**src/rtl/rtab_pkg.sv**
```systemverilog
// Replay table shared sizes, request and dependency types, pop machine states
package rtab_pkg;

    // Default table depth, overridden through the top level parameter
    localparam int RTAB_ENTRIES = 8;

    // Cache-line index and request identifier widths
    localparam int NLINE_W = 26;
    localparam int ID_W = 8;

    // Entry index width, enough for the default depth
    localparam int PTR_W = 3;

    typedef logic [PTR_W-1:0] rtab_ptr_t;

    // Request held by one entry
    typedef struct packed {
        logic [NLINE_W-1:0] nline;
        logic [ID_W-1:0]    id;
    } rtab_req_t;

    // Blocking conditions of one entry
    typedef struct packed {
        // Miss pending on the same line, cleared by its refill
        logic mshr_hit;
        // Miss handler not ready, cleared by miss-ready
        logic mshr_ready;
    } rtab_deps_t;

    // Pop machine states
    typedef enum logic [1:0] {
        POP_HEAD,
        POP_NEXT,
        POP_NEXT_WAIT
    } rtab_pop_state_e;

endpackage

```
**src/rtl/rtab_dep_tracker.sv**
```systemverilog
// Replay table dependency flags, set on allocate or rollback and cleared by refill or miss-ready
module rtab_dep_tracker #(
    parameter int N_ENTRIES = 8
) (
    input  logic                    clk_i,
    input  logic                    rst_ni,

    input  logic [N_ENTRIES-1:0]    alloc_onehot_i,
    input  rtab_pkg::rtab_deps_t    alloc_deps_i,

    input  logic                    pop_rback_i,
    input  rtab_pkg::rtab_ptr_t     pop_rback_ptr_i,
    input  rtab_pkg::rtab_deps_t    pop_rback_deps_i,

    input  logic                    refill_i,
    input  logic [N_ENTRIES-1:0]    refill_match_i,
    input  logic                    miss_ready_i,

    output logic [N_ENTRIES-1:0]    nodeps_o
);

    // Miss pending on the line, and miss handler busy
    logic [N_ENTRIES-1:0] hit_q;
    logic [N_ENTRIES-1:0] busy_q;

    logic [N_ENTRIES-1:0] rback_bv;
    logic [N_ENTRIES-1:0] hit_set;
    logic [N_ENTRIES-1:0] busy_set;
    logic [N_ENTRIES-1:0] hit_clr;
    logic [N_ENTRIES-1:0] busy_clr;
    logic [N_ENTRIES-1:0] hit_alloc;
    logic [N_ENTRIES-1:0] busy_alloc;

    always_comb begin
        for (int i = 0; i < N_ENTRIES; i++) begin
            rback_bv[i] = pop_rback_i && (pop_rback_ptr_i == rtab_pkg::rtab_ptr_t'(i));
        end
    end

    // Rollback re-arms on top of whatever is still pending
    assign hit_set  = rback_bv & {N_ENTRIES{pop_rback_deps_i.mshr_hit}};
    assign busy_set = rback_bv & {N_ENTRIES{pop_rback_deps_i.mshr_ready}};

    assign hit_clr  = refill_match_i & {N_ENTRIES{refill_i}};
    assign busy_clr = {N_ENTRIES{miss_ready_i}};

    assign hit_alloc  = alloc_onehot_i & {N_ENTRIES{alloc_deps_i.mshr_hit}};
    assign busy_alloc = alloc_onehot_i & {N_ENTRIES{alloc_deps_i.mshr_ready}};

    always_ff @(posedge clk_i or negedge rst_ni) begin
        if (!rst_ni) begin
            hit_q  <= '0;
            busy_q <= '0;
        end else begin
            // A freshly allocated slot takes its flags as given
            hit_q  <= hit_alloc
                    | (~alloc_onehot_i & ((hit_q & ~hit_clr) | hit_set));
            busy_q <= busy_alloc
                    | (~alloc_onehot_i & ((busy_q & ~busy_clr) | busy_set));
        end
    end

    assign nodeps_o = ~(hit_q | busy_q);

endmodule

```
**src/rtl/rtab_entry_store.sv**
```systemverilog
// Replay table entry store holding payloads, list links, free-slot choice and line matching
module rtab_entry_store #(
    parameter int N_ENTRIES = 8
) (
    input  logic                                     clk_i,
    input  logic                                     rst_ni,

    input  logic                                     alloc_i,
    input  logic                                     alloc_link_i,
    input  rtab_pkg::rtab_req_t                      alloc_req_i,

    input  logic                                     check_i,
    input  logic [rtab_pkg::NLINE_W-1:0]             check_nline_i,
    output logic                                     check_hit_o,

    input  logic [N_ENTRIES-1:0]                     pop_take_i,
    input  logic                                     pop_commit_i,
    input  rtab_pkg::rtab_ptr_t                      pop_commit_ptr_i,
    input  logic                                     pop_rback_i,
    input  rtab_pkg::rtab_ptr_t                      pop_rback_ptr_i,

    input  logic [rtab_pkg::NLINE_W-1:0]             refill_nline_i,

    output logic [N_ENTRIES-1:0]                     head_o,
    output logic [N_ENTRIES-1:0]                     tail_o,
    output logic [N_ENTRIES-1:0]                     valid_o,
    output logic [N_ENTRIES-1:0]                     alloc_onehot_o,
    output logic [N_ENTRIES-1:0]                     refill_match_o,
    output rtab_pkg::rtab_ptr_t [N_ENTRIES-1:0]      next_ptr_o,
    output rtab_pkg::rtab_req_t [N_ENTRIES-1:0]      req_o,
    output logic                                     empty_o,
    output logic                                     full_o
);

    logic [N_ENTRIES-1:0]                valid_q;
    logic [N_ENTRIES-1:0]                head_q;
    logic [N_ENTRIES-1:0]                tail_q;
    rtab_pkg::rtab_req_t [N_ENTRIES-1:0] req_q;
    rtab_pkg::rtab_ptr_t [N_ENTRIES-1:0] next_q;

    logic [N_ENTRIES-1:0]                free;
    logic [N_ENTRIES-1:0]                free_onehot;
    logic [N_ENTRIES-1:0]                alloc_onehot;
    rtab_pkg::rtab_ptr_t                 alloc_ptr;
    logic [N_ENTRIES-1:0]                match_check;
    logic [N_ENTRIES-1:0]                link_tail;
    logic [N_ENTRIES-1:0]                commit_bv;
    logic [N_ENTRIES-1:0]                rback_bv;

    // Lowest free slot, isolated as the lowest set bit
    assign free         = ~valid_q;
    assign free_onehot  = free & (~free + 1'b1);
    assign alloc_onehot = free_onehot & {N_ENTRIES{alloc_i}};

    always_comb begin
        alloc_ptr = '0;
        for (int i = 0; i < N_ENTRIES; i++) begin
            if (free_onehot[i]) begin
                alloc_ptr = rtab_pkg::rtab_ptr_t'(i);
            end
        end
    end

    // Per-entry line compares and pointer decodes
    always_comb begin
        for (int i = 0; i < N_ENTRIES; i++) begin
            match_check[i]    = valid_q[i] && (req_q[i].nline == check_nline_i);
            refill_match_o[i] = valid_q[i] && (req_q[i].nline == refill_nline_i);
            commit_bv[i]      = pop_commit_i && (pop_commit_ptr_i == rtab_pkg::rtab_ptr_t'(i));
            rback_bv[i]       = pop_rback_i && (pop_rback_ptr_i == rtab_pkg::rtab_ptr_t'(i));
        end
    end

    assign check_hit_o = check_i & (|match_check);

    // Current tail of the checked line, which the new entry is linked behind
    assign link_tail = match_check & tail_q & {N_ENTRIES{alloc_i & alloc_link_i & check_i}};

    always_ff @(posedge clk_i or negedge rst_ni) begin
        if (!rst_ni) begin
            valid_q <= '0;
            head_q  <= '0;
            tail_q  <= '0;
        end else begin
            valid_q <= (valid_q | alloc_onehot) & ~commit_bv;
            // A linked entry waits behind its predecessor, so it is no head
            head_q  <= (head_q & ~(pop_take_i | alloc_onehot))
                     | rback_bv
                     | (alloc_onehot & {N_ENTRIES{~alloc_link_i}});
            tail_q  <= (tail_q & ~link_tail) | alloc_onehot;
        end
    end

    always_ff @(posedge clk_i) begin
        for (int i = 0; i < N_ENTRIES; i++) begin
            if (alloc_onehot[i]) begin
                req_q[i] <= alloc_req_i;
            end
            if (link_tail[i]) begin
                next_q[i] <= alloc_ptr;
            end
        end
    end

    assign valid_o        = valid_q;
    assign head_o         = head_q;
    assign tail_o         = tail_q;
    assign alloc_onehot_o = alloc_onehot;
    assign next_ptr_o     = next_q;
    assign req_o          = req_q;
    assign empty_o        = ~(|valid_q);
    assign full_o         = &valid_q;

endmodule

```
**src/rtl/rtab_pop_fsm.sv**
```systemverilog
// Replay table pop machine offering a list head and then walking its linked entries
module rtab_pop_fsm #(
    parameter int N_ENTRIES = 8
) (
    input  logic                                 clk_i,
    input  logic                                 rst_ni,

    input  logic [N_ENTRIES-1:0]                 ready_i,
    input  logic [N_ENTRIES-1:0]                 gnt_i,
    input  logic [N_ENTRIES-1:0]                 tail_i,
    input  rtab_pkg::rtab_ptr_t [N_ENTRIES-1:0]  next_ptr_i,
    input  rtab_pkg::rtab_req_t [N_ENTRIES-1:0]  req_i,
    input  logic                                 pop_try_i,
    input  logic                                 pop_rback_i,

    output logic                                 advance_o,
    output logic [N_ENTRIES-1:0]                 pop_take_o,
    output logic                                 pop_try_valid_o,
    output rtab_pkg::rtab_req_t                  pop_try_req_o,
    output rtab_pkg::rtab_ptr_t                  pop_try_ptr_o
);

    rtab_pkg::rtab_pop_state_e state_q;
    rtab_pkg::rtab_pop_state_e state_d;
    logic [N_ENTRIES-1:0]      next_q;
    logic [N_ENTRIES-1:0]      next_d;
    logic [N_ENTRIES-1:0]      sel;
    logic [N_ENTRIES-1:0]      next_onehot;
    logic                      accept;
    logic                      sel_tail;

    // Heads go through the arbiter, linked entries are offered regardless of flags
    assign pop_try_valid_o = (state_q == rtab_pkg::POP_HEAD) ? (|ready_i) : 1'b1;
    assign sel             = (state_q == rtab_pkg::POP_HEAD) ? gnt_i : next_q;

    always_comb begin
        pop_try_req_o = '0;
        pop_try_ptr_o = '0;
        for (int i = 0; i < N_ENTRIES; i++) begin
            if (sel[i]) begin
                pop_try_req_o = req_i[i];
                pop_try_ptr_o = rtab_pkg::rtab_ptr_t'(i);
            end
        end
    end

    // Successor of the offered entry in its list
    always_comb begin
        for (int i = 0; i < N_ENTRIES; i++) begin
            next_onehot[i] = (next_ptr_i[pop_try_ptr_o] == rtab_pkg::rtab_ptr_t'(i));
        end
    end

    assign accept     = pop_try_i & pop_try_valid_o & ~pop_rback_i;
    assign sel_tail   = |(sel & tail_i);
    assign pop_take_o = sel & {N_ENTRIES{accept}};

    always_comb begin
        state_d   = state_q;
        next_d    = next_q;
        advance_o = 1'b0;
        case (state_q)
            rtab_pkg::POP_HEAD: begin
                if (accept) begin
                    advance_o = 1'b1;
                    if (!sel_tail) begin
                        state_d = rtab_pkg::POP_NEXT;
                        next_d  = next_onehot;
                    end
                end
            end
            rtab_pkg::POP_NEXT,
            rtab_pkg::POP_NEXT_WAIT: begin
                // Rollback of the previous entry abandons the walk
                if (pop_rback_i && (state_q == rtab_pkg::POP_NEXT)) begin
                    state_d = rtab_pkg::POP_HEAD;
                end else if (accept) begin
                    if (sel_tail) begin
                        state_d = rtab_pkg::POP_HEAD;
                    end else begin
                        state_d = rtab_pkg::POP_NEXT;
                        next_d  = next_onehot;
                    end
                end else begin
                    state_d = rtab_pkg::POP_NEXT_WAIT;
                end
            end
            default: begin
                state_d = rtab_pkg::POP_HEAD;
            end
        endcase
    end

    always_ff @(posedge clk_i or negedge rst_ni) begin
        if (!rst_ni) begin
            state_q <= rtab_pkg::POP_HEAD;
            next_q  <= '0;
        end else begin
            state_q <= state_d;
            next_q  <= next_d;
        end
    end

endmodule

```
**src/rtl/rtab_rr_arbiter.sv**
```systemverilog
// Round-robin one-hot arbiter with a rotating priority pointer
module rtab_rr_arbiter #(
    parameter int N_REQ = 8
) (
    input  logic                clk_i,
    input  logic                rst_ni,
    input  logic [N_REQ-1:0]    req_i,
    input  logic                advance_i,
    output logic [N_REQ-1:0]    gnt_o
);

    logic [N_REQ-1:0] prio_q;
    logic [N_REQ-1:0] mask_hi;
    logic [N_REQ-1:0] req_hi;
    logic [N_REQ-1:0] gnt_hi;
    logic [N_REQ-1:0] gnt_lo;

    // Requests at or above the pointer win first, otherwise wrap around
    assign mask_hi = ~(prio_q - 1'b1);
    assign req_hi  = req_i & mask_hi;
    assign gnt_hi  = req_hi & (~req_hi + 1'b1);
    assign gnt_lo  = req_i & (~req_i + 1'b1);
    assign gnt_o   = (|req_hi) ? gnt_hi : gnt_lo;

    always_ff @(posedge clk_i or negedge rst_ni) begin
        if (!rst_ni) begin
            prio_q <= {{(N_REQ-1){1'b0}}, 1'b1};
        end else if (advance_i && (|gnt_o)) begin
            prio_q <= {gnt_o[N_REQ-2:0], gnt_o[N_REQ-1]};
        end
    end

endmodule

```
**src/rtl/rtab_top.sv**
```systemverilog
// Replay table top level joining entry store, dependency flags, arbiter and pop machine
module rtab_top #(
    parameter int N_ENTRIES = rtab_pkg::RTAB_ENTRIES
) (
    input  logic                          clk_i,
    input  logic                          rst_ni,

    output logic                          empty_o,
    output logic                          full_o,

    input  logic                          check_i,
    input  logic [rtab_pkg::NLINE_W-1:0]  check_nline_i,
    output logic                          check_hit_o,

    input  logic                          alloc_i,
    input  logic                          alloc_link_i,
    input  rtab_pkg::rtab_req_t           alloc_req_i,
    input  rtab_pkg::rtab_deps_t          alloc_deps_i,

    output logic                          pop_try_valid_o,
    input  logic                          pop_try_i,
    output rtab_pkg::rtab_req_t           pop_try_req_o,
    output rtab_pkg::rtab_ptr_t           pop_try_ptr_o,

    input  logic                          pop_commit_i,
    input  rtab_pkg::rtab_ptr_t           pop_commit_ptr_i,

    input  logic                          pop_rback_i,
    input  rtab_pkg::rtab_ptr_t           pop_rback_ptr_i,
    input  rtab_pkg::rtab_deps_t          pop_rback_deps_i,

    input  logic                          miss_ready_i,
    input  logic                          refill_i,
    input  logic [rtab_pkg::NLINE_W-1:0]  refill_nline_i
);

    logic [N_ENTRIES-1:0]                head;
    logic [N_ENTRIES-1:0]                tail;
    logic [N_ENTRIES-1:0]                valid;
    logic [N_ENTRIES-1:0]                alloc_onehot;
    logic [N_ENTRIES-1:0]                refill_match;
    logic [N_ENTRIES-1:0]                nodeps;
    logic [N_ENTRIES-1:0]                ready;
    logic [N_ENTRIES-1:0]                gnt;
    logic [N_ENTRIES-1:0]                pop_take;
    logic                                advance;
    rtab_pkg::rtab_ptr_t [N_ENTRIES-1:0] next_ptr;
    rtab_pkg::rtab_req_t [N_ENTRIES-1:0] req;

    // Replayable list heads
    assign ready = valid & head & nodeps;

    rtab_entry_store #(
        .N_ENTRIES (N_ENTRIES)
    ) u_store (
        .clk_i            (clk_i),
        .rst_ni           (rst_ni),
        .alloc_i          (alloc_i),
        .alloc_link_i     (alloc_link_i),
        .alloc_req_i      (alloc_req_i),
        .check_i          (check_i),
        .check_nline_i    (check_nline_i),
        .check_hit_o      (check_hit_o),
        .pop_take_i       (pop_take),
        .pop_commit_i     (pop_commit_i),
        .pop_commit_ptr_i (pop_commit_ptr_i),
        .pop_rback_i      (pop_rback_i),
        .pop_rback_ptr_i  (pop_rback_ptr_i),
        .refill_nline_i   (refill_nline_i),
        .head_o           (head),
        .tail_o           (tail),
        .valid_o          (valid),
        .alloc_onehot_o   (alloc_onehot),
        .refill_match_o   (refill_match),
        .next_ptr_o       (next_ptr),
        .req_o            (req),
        .empty_o          (empty_o),
        .full_o           (full_o)
    );

    rtab_dep_tracker #(
        .N_ENTRIES (N_ENTRIES)
    ) u_deps (
        .clk_i            (clk_i),
        .rst_ni           (rst_ni),
        .alloc_onehot_i   (alloc_onehot),
        .alloc_deps_i     (alloc_deps_i),
        .pop_rback_i      (pop_rback_i),
        .pop_rback_ptr_i  (pop_rback_ptr_i),
        .pop_rback_deps_i (pop_rback_deps_i),
        .refill_i         (refill_i),
        .refill_match_i   (refill_match),
        .miss_ready_i     (miss_ready_i),
        .nodeps_o         (nodeps)
    );

    rtab_rr_arbiter #(
        .N_REQ (N_ENTRIES)
    ) u_arb (
        .clk_i     (clk_i),
        .rst_ni    (rst_ni),
        .req_i     (ready),
        .advance_i (advance),
        .gnt_o     (gnt)
    );

    rtab_pop_fsm #(
        .N_ENTRIES (N_ENTRIES)
    ) u_pop (
        .clk_i           (clk_i),
        .rst_ni          (rst_ni),
        .ready_i         (ready),
        .gnt_i           (gnt),
        .tail_i          (tail),
        .next_ptr_i      (next_ptr),
        .req_i           (req),
        .pop_try_i       (pop_try_i),
        .pop_rback_i     (pop_rback_i),
        .advance_o       (advance),
        .pop_take_o      (pop_take),
        .pop_try_valid_o (pop_try_valid_o),
        .pop_try_req_o   (pop_try_req_o),
        .pop_try_ptr_o   (pop_try_ptr_o)
    );

endmodule

```
**config.mk**
```make
export PLATFORM = sky130hd
export DESIGN_NAME = rtab_top
export DESIGN_NICKNAME = d
export VERILOG_FILES = /design/src/rtl/rtab_pkg.sv /design/src/rtl/rtab_dep_tracker.sv /design/src/rtl/rtab_entry_store.sv /design/src/rtl/rtab_pop_fsm.sv /design/src/rtl/rtab_rr_arbiter.sv /design/src/rtl/rtab_top.sv
export SDC_FILE = /design/constraint.sdc
export NUM_CORES = 1
export LEC_CHECK = 0
export ABC_AREA = 0
export BUFFER_PORTS_ARGS = -buffer_cell sky130_fd_sc_hd__buf_2
export CAP_MARGIN = 0
export CORE_MARGIN = 5
export CORE_UTILIZATION = 60
export CTS_CLUSTER_SIZE = 20
export DETAILED_ROUTE_END_ITERATION = 16
export HOLD_SLACK_MARGIN = 0.02
export PLACE_DENSITY = 0.82
export SLEW_MARGIN = 20
export SYNTH_ARGS = -nofsm -noshare
export SYNTH_HDL_FRONTEND = slang
export SYNTH_SLANG_ARGS = --single-unit
```
**constraint.sdc**
```tcl
create_clock -name clk_i -period 5.65 [get_ports clk_i]
set_input_delay 0 -clock clk_i [delete_from_list [all_inputs] [get_ports clk_i]]
set_output_delay 0 -clock clk_i [all_outputs]
set_load 0.05 [all_outputs]
```
# Word-level counts from Yosys, hierarchy flattened
# Cells that the tools add are included.
# classes
add_sub_neg	4
mul	0
n_div	0
n_lt_le_gt_ge	1
n_eq_ne	42
shift	0
n_mux	39
bitwise_logic	54
reduce_logical	49
# op_table
op	count
== test 26 bit	16
2-to-1 mux 34 bit	8
AND 8 bit	24
NOT 8 bit	12
OR 8 bit	10
OR reduction 8 bit	6
2-to-1 mux 8 bit	5
== test 3 bit, second input constant	12
logical AND 1 bit	34
2-to-1 mux 3 bit	11
adder 8 x 1 -> 8 bit, second input constant	3
== test 3 x 2 -> 1 bit, second input constant	6
case mux 8 bit (2 select lines)	1
2-to-1 mux 2 bit	6
binary-select mux 3 bit (select 3 bit)	1
== test 3 x 1 -> 1 bit, second input constant	3
logical NOT 3 bit	3
AND reduction 8 bit	1
subtractor 8 x 1 -> 8 bit, second input constant	1
2-to-1 mux 1 bit	6
AND 1 bit	5
< comparator 3 x 4 -> 1 bit, second input constant	1
!= test 2 bit, second input constant	2
case mux 2 bit (2 select lines)	1
8 further kinds	11
# word_totals
regBits	354
latch_bits	0
ramBits	0
mem_bits_ro	0
input_bits	106
wordCells	221
n_memories	0

# Depth between registers and ports, before layout
# logic_depth
word_depth	23
ltp_mapped	17
ltp_nobuf	14

# By module
# Synthesis repeated with hierarchy kept, for this count alone.
# unflattened
hier_cells	1728
area_unflattened_um2	20113.0
# by_module_without_submodules
mod	instances	cells_per_inst	area_each_um2
rtab_entry_store	1	1049	15093.2
rtab_pop_fsm	1	486	3265.6
rtab_dep_tracker	1	92	860.8
rtab_rr_arbiter	1	93	843.3
rtab_top	1	8	50.0

# Worst setup path before layout
# Ideal clock, no wire load.
# synth_timing
path_type	reg-to-reg
from	register u_store.valid_q[1], in the netlist u_store.valid_o[1]
to	register u_deps.busy_q[3]
setup_time_ns	0.283
arrival_ns	3.991
required_ns	5.367
path_slack_ns	1.377
path_stages_with_launch	5
n_path_buf	1
period_less_slack_ns	4.273
path_cell_list	dfrtp_1 clkbuf_1 nand3_1 nor3b_1 o21ai_0
# synth_via
elab_chain_cells	8
elab_cells_between_ends	9
# synth_lines
item	line	source
start: declaration	rtab_entry_store.sv:35	logic [N_ENTRIES-1:0] valid_q;
start signal: assignment	rtab_entry_store.sv:85	valid_q <= (valid_q | alloc_onehot) & ~commit_bv;
NOT 8 bit *	rtab_entry_store.sv:51	assign free = ~valid_q;
NOT 8 bit *	rtab_entry_store.sv:52	assign free_onehot = free & (~free + 1'b1);
adder 8 x 1 -> 8 bit *	rtab_entry_store.sv:52	
AND 8 bit *	rtab_entry_store.sv:52	
AND 8 bit *	rtab_entry_store.sv:53	assign alloc_onehot = free_onehot & {N_ENTRIES{alloc_i}};
via alloc_onehot[3]	rtab_top.sv:40	logic [N_ENTRIES-1:0] alloc_onehot;
NOT 8 bit	rtab_dep_tracker.sv:59	| (~alloc_onehot_i & ((busy_q & ~busy_clr) | busy_set));
AND 8 bit	rtab_dep_tracker.sv:59	
OR 8 bit *	rtab_dep_tracker.sv:59	
end signal: assignment	rtab_dep_tracker.sv:58	busy_q <= busy_alloc
end: declaration	rtab_dep_tracker.sv:24	logic [N_ENTRIES-1:0] busy_q;
# The timed path passes the listed nets; every way through them passes the cells marked *.
# A chain may end at the register's enable or synchronous reset.

==> results.rst <==
.. list-table::
   :header-rows: 1

   * - Metric
     - Value
   * - Max FO, Critical Path
     - 24
   * - Final-report hold violation count
     - 0
   * - Critical path startpoint category
     - flop
   * - Area of the core region
     - 0.03237 sq mm
   * - Power share of the clock group
     - 0.187
   * - Global-route wire length before repair
     - 116100 microns
   * - PnR Total Power
     - 13.49 mW
   * - Crit path kind
     - reg -> out
   * - Clk_skew
     - 0.02260 ns
   * - Average footprint of a synthesized cell
     - 11.43 sq um
   * - Primary flip-flop cell chosen by synthesis mapping
     - edfxtp_1
   * - Antenna violations before repair
     - 7
   * - TritonCTS clock tree
     - yes
   * - Number of buffer and inverter stages on the critical path
     - 4
   * - Via count normalized by instance count
     - 7.160
   * - Status
     - finished clean
   * - Sinks on Clock Net
     - 354
   * - Critical path launch point
     - u_arb.prio_q[0]
   * - Total length of routed wires
     - 82390 microns
   * - # Max-Cap Violations
     - 0
   * - Grt peak-use layer
     - met2
   * - Cells along the critical path
     - inv_1 > ha_1 > xnor2_1 > a222oi_1 > o211a_1 > mux2i_1 > nor2_4 > buf_4 > nor2_1 > buf_4 > a221o_1 > a31oi_1 > a21oi_1 > buf_2
   * - Final Setup Violations
     - 0
   * - Row count
     - 66
   * - Cell-internal power
     - 6.690 mW
   * - Flops & latches, synth
     - 354
   * - Setup crit end kind
     - output port
   * - Share of total power consumed by net switching
     - 0.5042
   * - Overall overflow remaining after global route
     - 0
   * - Hold_ws
     - 0.08148 ns
   * - Cells on worst reg2reg path
     - 13
   * - Mean routed wirelength per cell
     - 35.41 microns
   * - Post-CTS repair timing setup buffer count
     - 0
   * - Gate family responsible for the most delay along the worst path
     - compound AO/OA/AOI/OAI gates
   * - Reg-to-reg critical path startpoint
     - u_arb.prio_q[0]
   * - H-tree level count
     - 2
   * - Gate power share
     - 0.546
   * - Via count of the first global-routing pass
     - 15840
   * - Vert. Die Dim
     - 190.4 microns
   * - Remaining routing DRC violations
     - 0
   * - Area of all placed cells without fillers
     - 0.02240 sq mm
   * - Slowest library cell on the worst path
     - nor2_4
   * - Clock transition at the registers of the reported paths
     - 0.06 ns
   * - Number of DRC markers in iteration 0
     - 3277
   * - Met1 capacity usage during global routing
     - 0.6231
   * - Max-slew violations
     - 0
   * - Hold buffer count at cts
     - 59
   * - Placed wire-length estimate
     - 59060 microns
   * - Number of instances in the synthesized netlist
     - 1708
   * - Max Freq
     - 196.5 MHz
   * - Relative slew slack
     - 0.2106
   * - Flop2flop setup slack
     - 1.01 ns
   * - Met2 global-route usage
     - 0.6655
   * - Vias
     - 16660
   * - Hold/Removal Path Class
     - in -> reg
   * - Die area
     - 0.03624 sq mm
   * - Unrepaired setup endpoints after global routing
     - false
   * - Nets
     - 1965
   * - Psw
     - 6.803 mW
   * - Maximum cell stage delay along the critical path
     - 0.70 ns
   * - Most frequent cells in the layout
     - edfxtp_1, xnor2_1, xor2_1
   * - Most common cell after layout, fill and taps aside
     - edfxtp_1
   * - Initial cell density of the core
     - 0.6031
   * - Period utilization
     - 0.9009
   * - Final setup TNS
     - 0 ns
   * - Insertion delay of the later-clocked pin in the worst-skew pair
     - 0.56 ns
   * - Post-synthesis instance area
     - 0.01952 sq mm
   * - Share of final-layout standard cells stronger than drive strength 1
     - 0.1466
   * - Post-synthesis to final-layout area growth
     - 14.73%
   * - 1st-pass router iterations
     - 6
   * - Port-buffer cells
     - 146
   * - Count of flip-flops with a built-in enable after synthesis
     - 296
   * - Met3 usage in global routing
     - 0.1415
   * - Capturing point of the worst reg2reg path
     - u_pop.state_q[0]
   * - Worst ir drop on vdd
     - 0.8629 mV
   * - Fraction of synthesis flops using an asynchronous set or reset pin
     - 0.1638
   * - Buffer type at the clock tree root
     - clkbuf_16
   * - Critical Path Most Common Cell
     - buf_4
   * - Power per cell area
     - 602.4 mW/mm^2
   * - Final critical path time including I/O delays and setup
     - 5.090 ns
   * - Width of the die
     - 190.4 microns
   * - Leakage dissipation
     - 7.601 nW
   * - Count of synthesis-stage warnings from yosys
     - 0
   * - Syn nets
     - 1818
   * - Last element of the critical path
     - pop_try_req_o[5]
   * - Number of library cell types mapped by synthesis
     - 88
   * - Max clock buf depth
     - 3
   * - CTS buffer count
     - 37
   * - Proportion of power drawn by flip-flops and latches
     - 0.267
   * - Detail Route Antenna Nets
     - 0
   * - Slew at the pin with the worst max-slew slack
     - 1.174 ns
   * - Sequential cell area fraction in the yosys report
     - 0.5297
   * - Global-route usage over all layers
     - 0.4475
   * - Arrival time worst endpoint
     - 5.09 ns
   * - Number of resized instances in the post-cts repair step
     - 0
   * - Pin count of the biggest net entering global routing
     - 59
   * - Crit path depth
     - 14
   * - Count of boundary I/O pins
     - 147
   * - Routability congestion estimate from global placement
     - 1.126
   * - Critical path required time
     - 5.65 ns
   * - Standard cell area after detailed placement
     - 0.02058 sq mm
==> worst register-to-register path, stage by stage (launching register included) <==
cell and delay, ns:
dfstp_2 0.64, inv_1 0.07, ha_1 0.22, xnor2_1 0.16, a222oi_1 0.53, o211a_1 0.32
and2_4 0.26, a41o_1 0.83, nand2_1 0.17, o211ai_1 0.25, a211oi_2 0.08, nand2b_1 0.57
o21ai_0 0.20, a22o_1 0.23
==> synth_stat cells, types with 27 or more instances <==
master / number / area [sq um]
o22ai_1: 41 / 256.5
nor2_1: 63 / 236.5
edfxtp_1: 296 / 8889
nor4_1: 50 / 312.8
a31oi_1: 28 / 175.2
a221o_1: 41 / 410.4
clkbuf_1: 95 / 356.6
nor3_1: 27 / 135.1
nand2_1: 71 / 266.5
dfrtp_1: 57 / 1426
xnor2_1: 250 / 2190
xor2_1: 169 / 1480
nand3_1: 34 / 170.2
a21oi_1: 103 / 515.5
o21ai_0: 69 / 345.3
nand4_1: 77 / 481.7
==> layer usage <==
layer	up-vias	wire length, microns
met5	-	67
met4	12	4055
met1	7946	29940
li1	6699	-
met3	304	12950
met2	1700	35380
==> layout make-up <==
type / count / area [sq um]
timing repair buffer: 228 / 1506
fill: 2319 / 9973
sequential: 354 / 10340
inverter: 23 / 86.33
tap: 442 / 553.0
clock inverter: 23 / 271.5
multi-input combinational: 1211 / 8682
antenna: 2 / 5.005
clock buffer: 44 / 952.2
==> state kept, by name (all words and copies together), names as in the netlist <==
signal,count
u_arb.prio_q,8
u_deps.busy_q,8
u_deps.hit_q,8
u_pop.next_q,8
u_pop.state_q,2
u_store.head_o,8
u_store.next_ptr_o,24
u_store.req_o,272
u_store.tail_o,8
u_store.valid_o,8
==> power by group through the flow <==
stage | sequential, mW | clock (mW) | combinational [mW]
final | 3.60 | 2.52 | 7.37
after detailed placement | 3.62 | 0 | 7.03
after global placement | 3.60 | 0 | 6.90
after global routing | 3.61 | 2.63 | 7.64
after CTS | 3.57 | 2.49 | 7.14
after floorplan | 3.44 | 0 | 5.10
==> logic make-up after synthesis <==
logic type                 count (synthesis)  share of synthesized area
xor gates and xnor gates                 419                     0.1880
AOI/OAI and AO/OA                        398                     0.1407
and+or+nand+nor                          387                     0.1078
DFF                                      354                     0.5297
buffers and inverters                    143                    0.02961
adders and majority gates                  4                   0.002564
muxes                                      3                   0.001602
==> per-stage QoR <==
stage | setup WS, ns | util | instances
after floorplan | 1.377 | - | 1708
after global placement | 1.374 | 0.6357 | 2199
after detailed placement | 1.195 | 0.6357 | 2199
after CTS | 0.7217 | 0.6918 | 2325
after global routing | 0.4091 | 0.6918 | 2326
final | 0.5599 | 0.6919 | 2327
==> worst min path at each step <==
stage,from,to,slack [ns],cells after the start
5_1_grt,pop_try_i,u_pop.state_q[1],0.09,4
2_1_floorplan,rst_ni,u_arb.prio_q[1],-0.30,0
3_5_place_dp,rst_ni,u_arb.prio_q[1],0.20,2
3_3_place_gp,rst_ni,u_arb.prio_q[7],0.19,2
4_1_cts,pop_try_i,u_pop.state_q[1],0.04,4
6_report,pop_try_i,u_pop.state_q[1],0.08,4
Power figures use the tool's default switching activity.
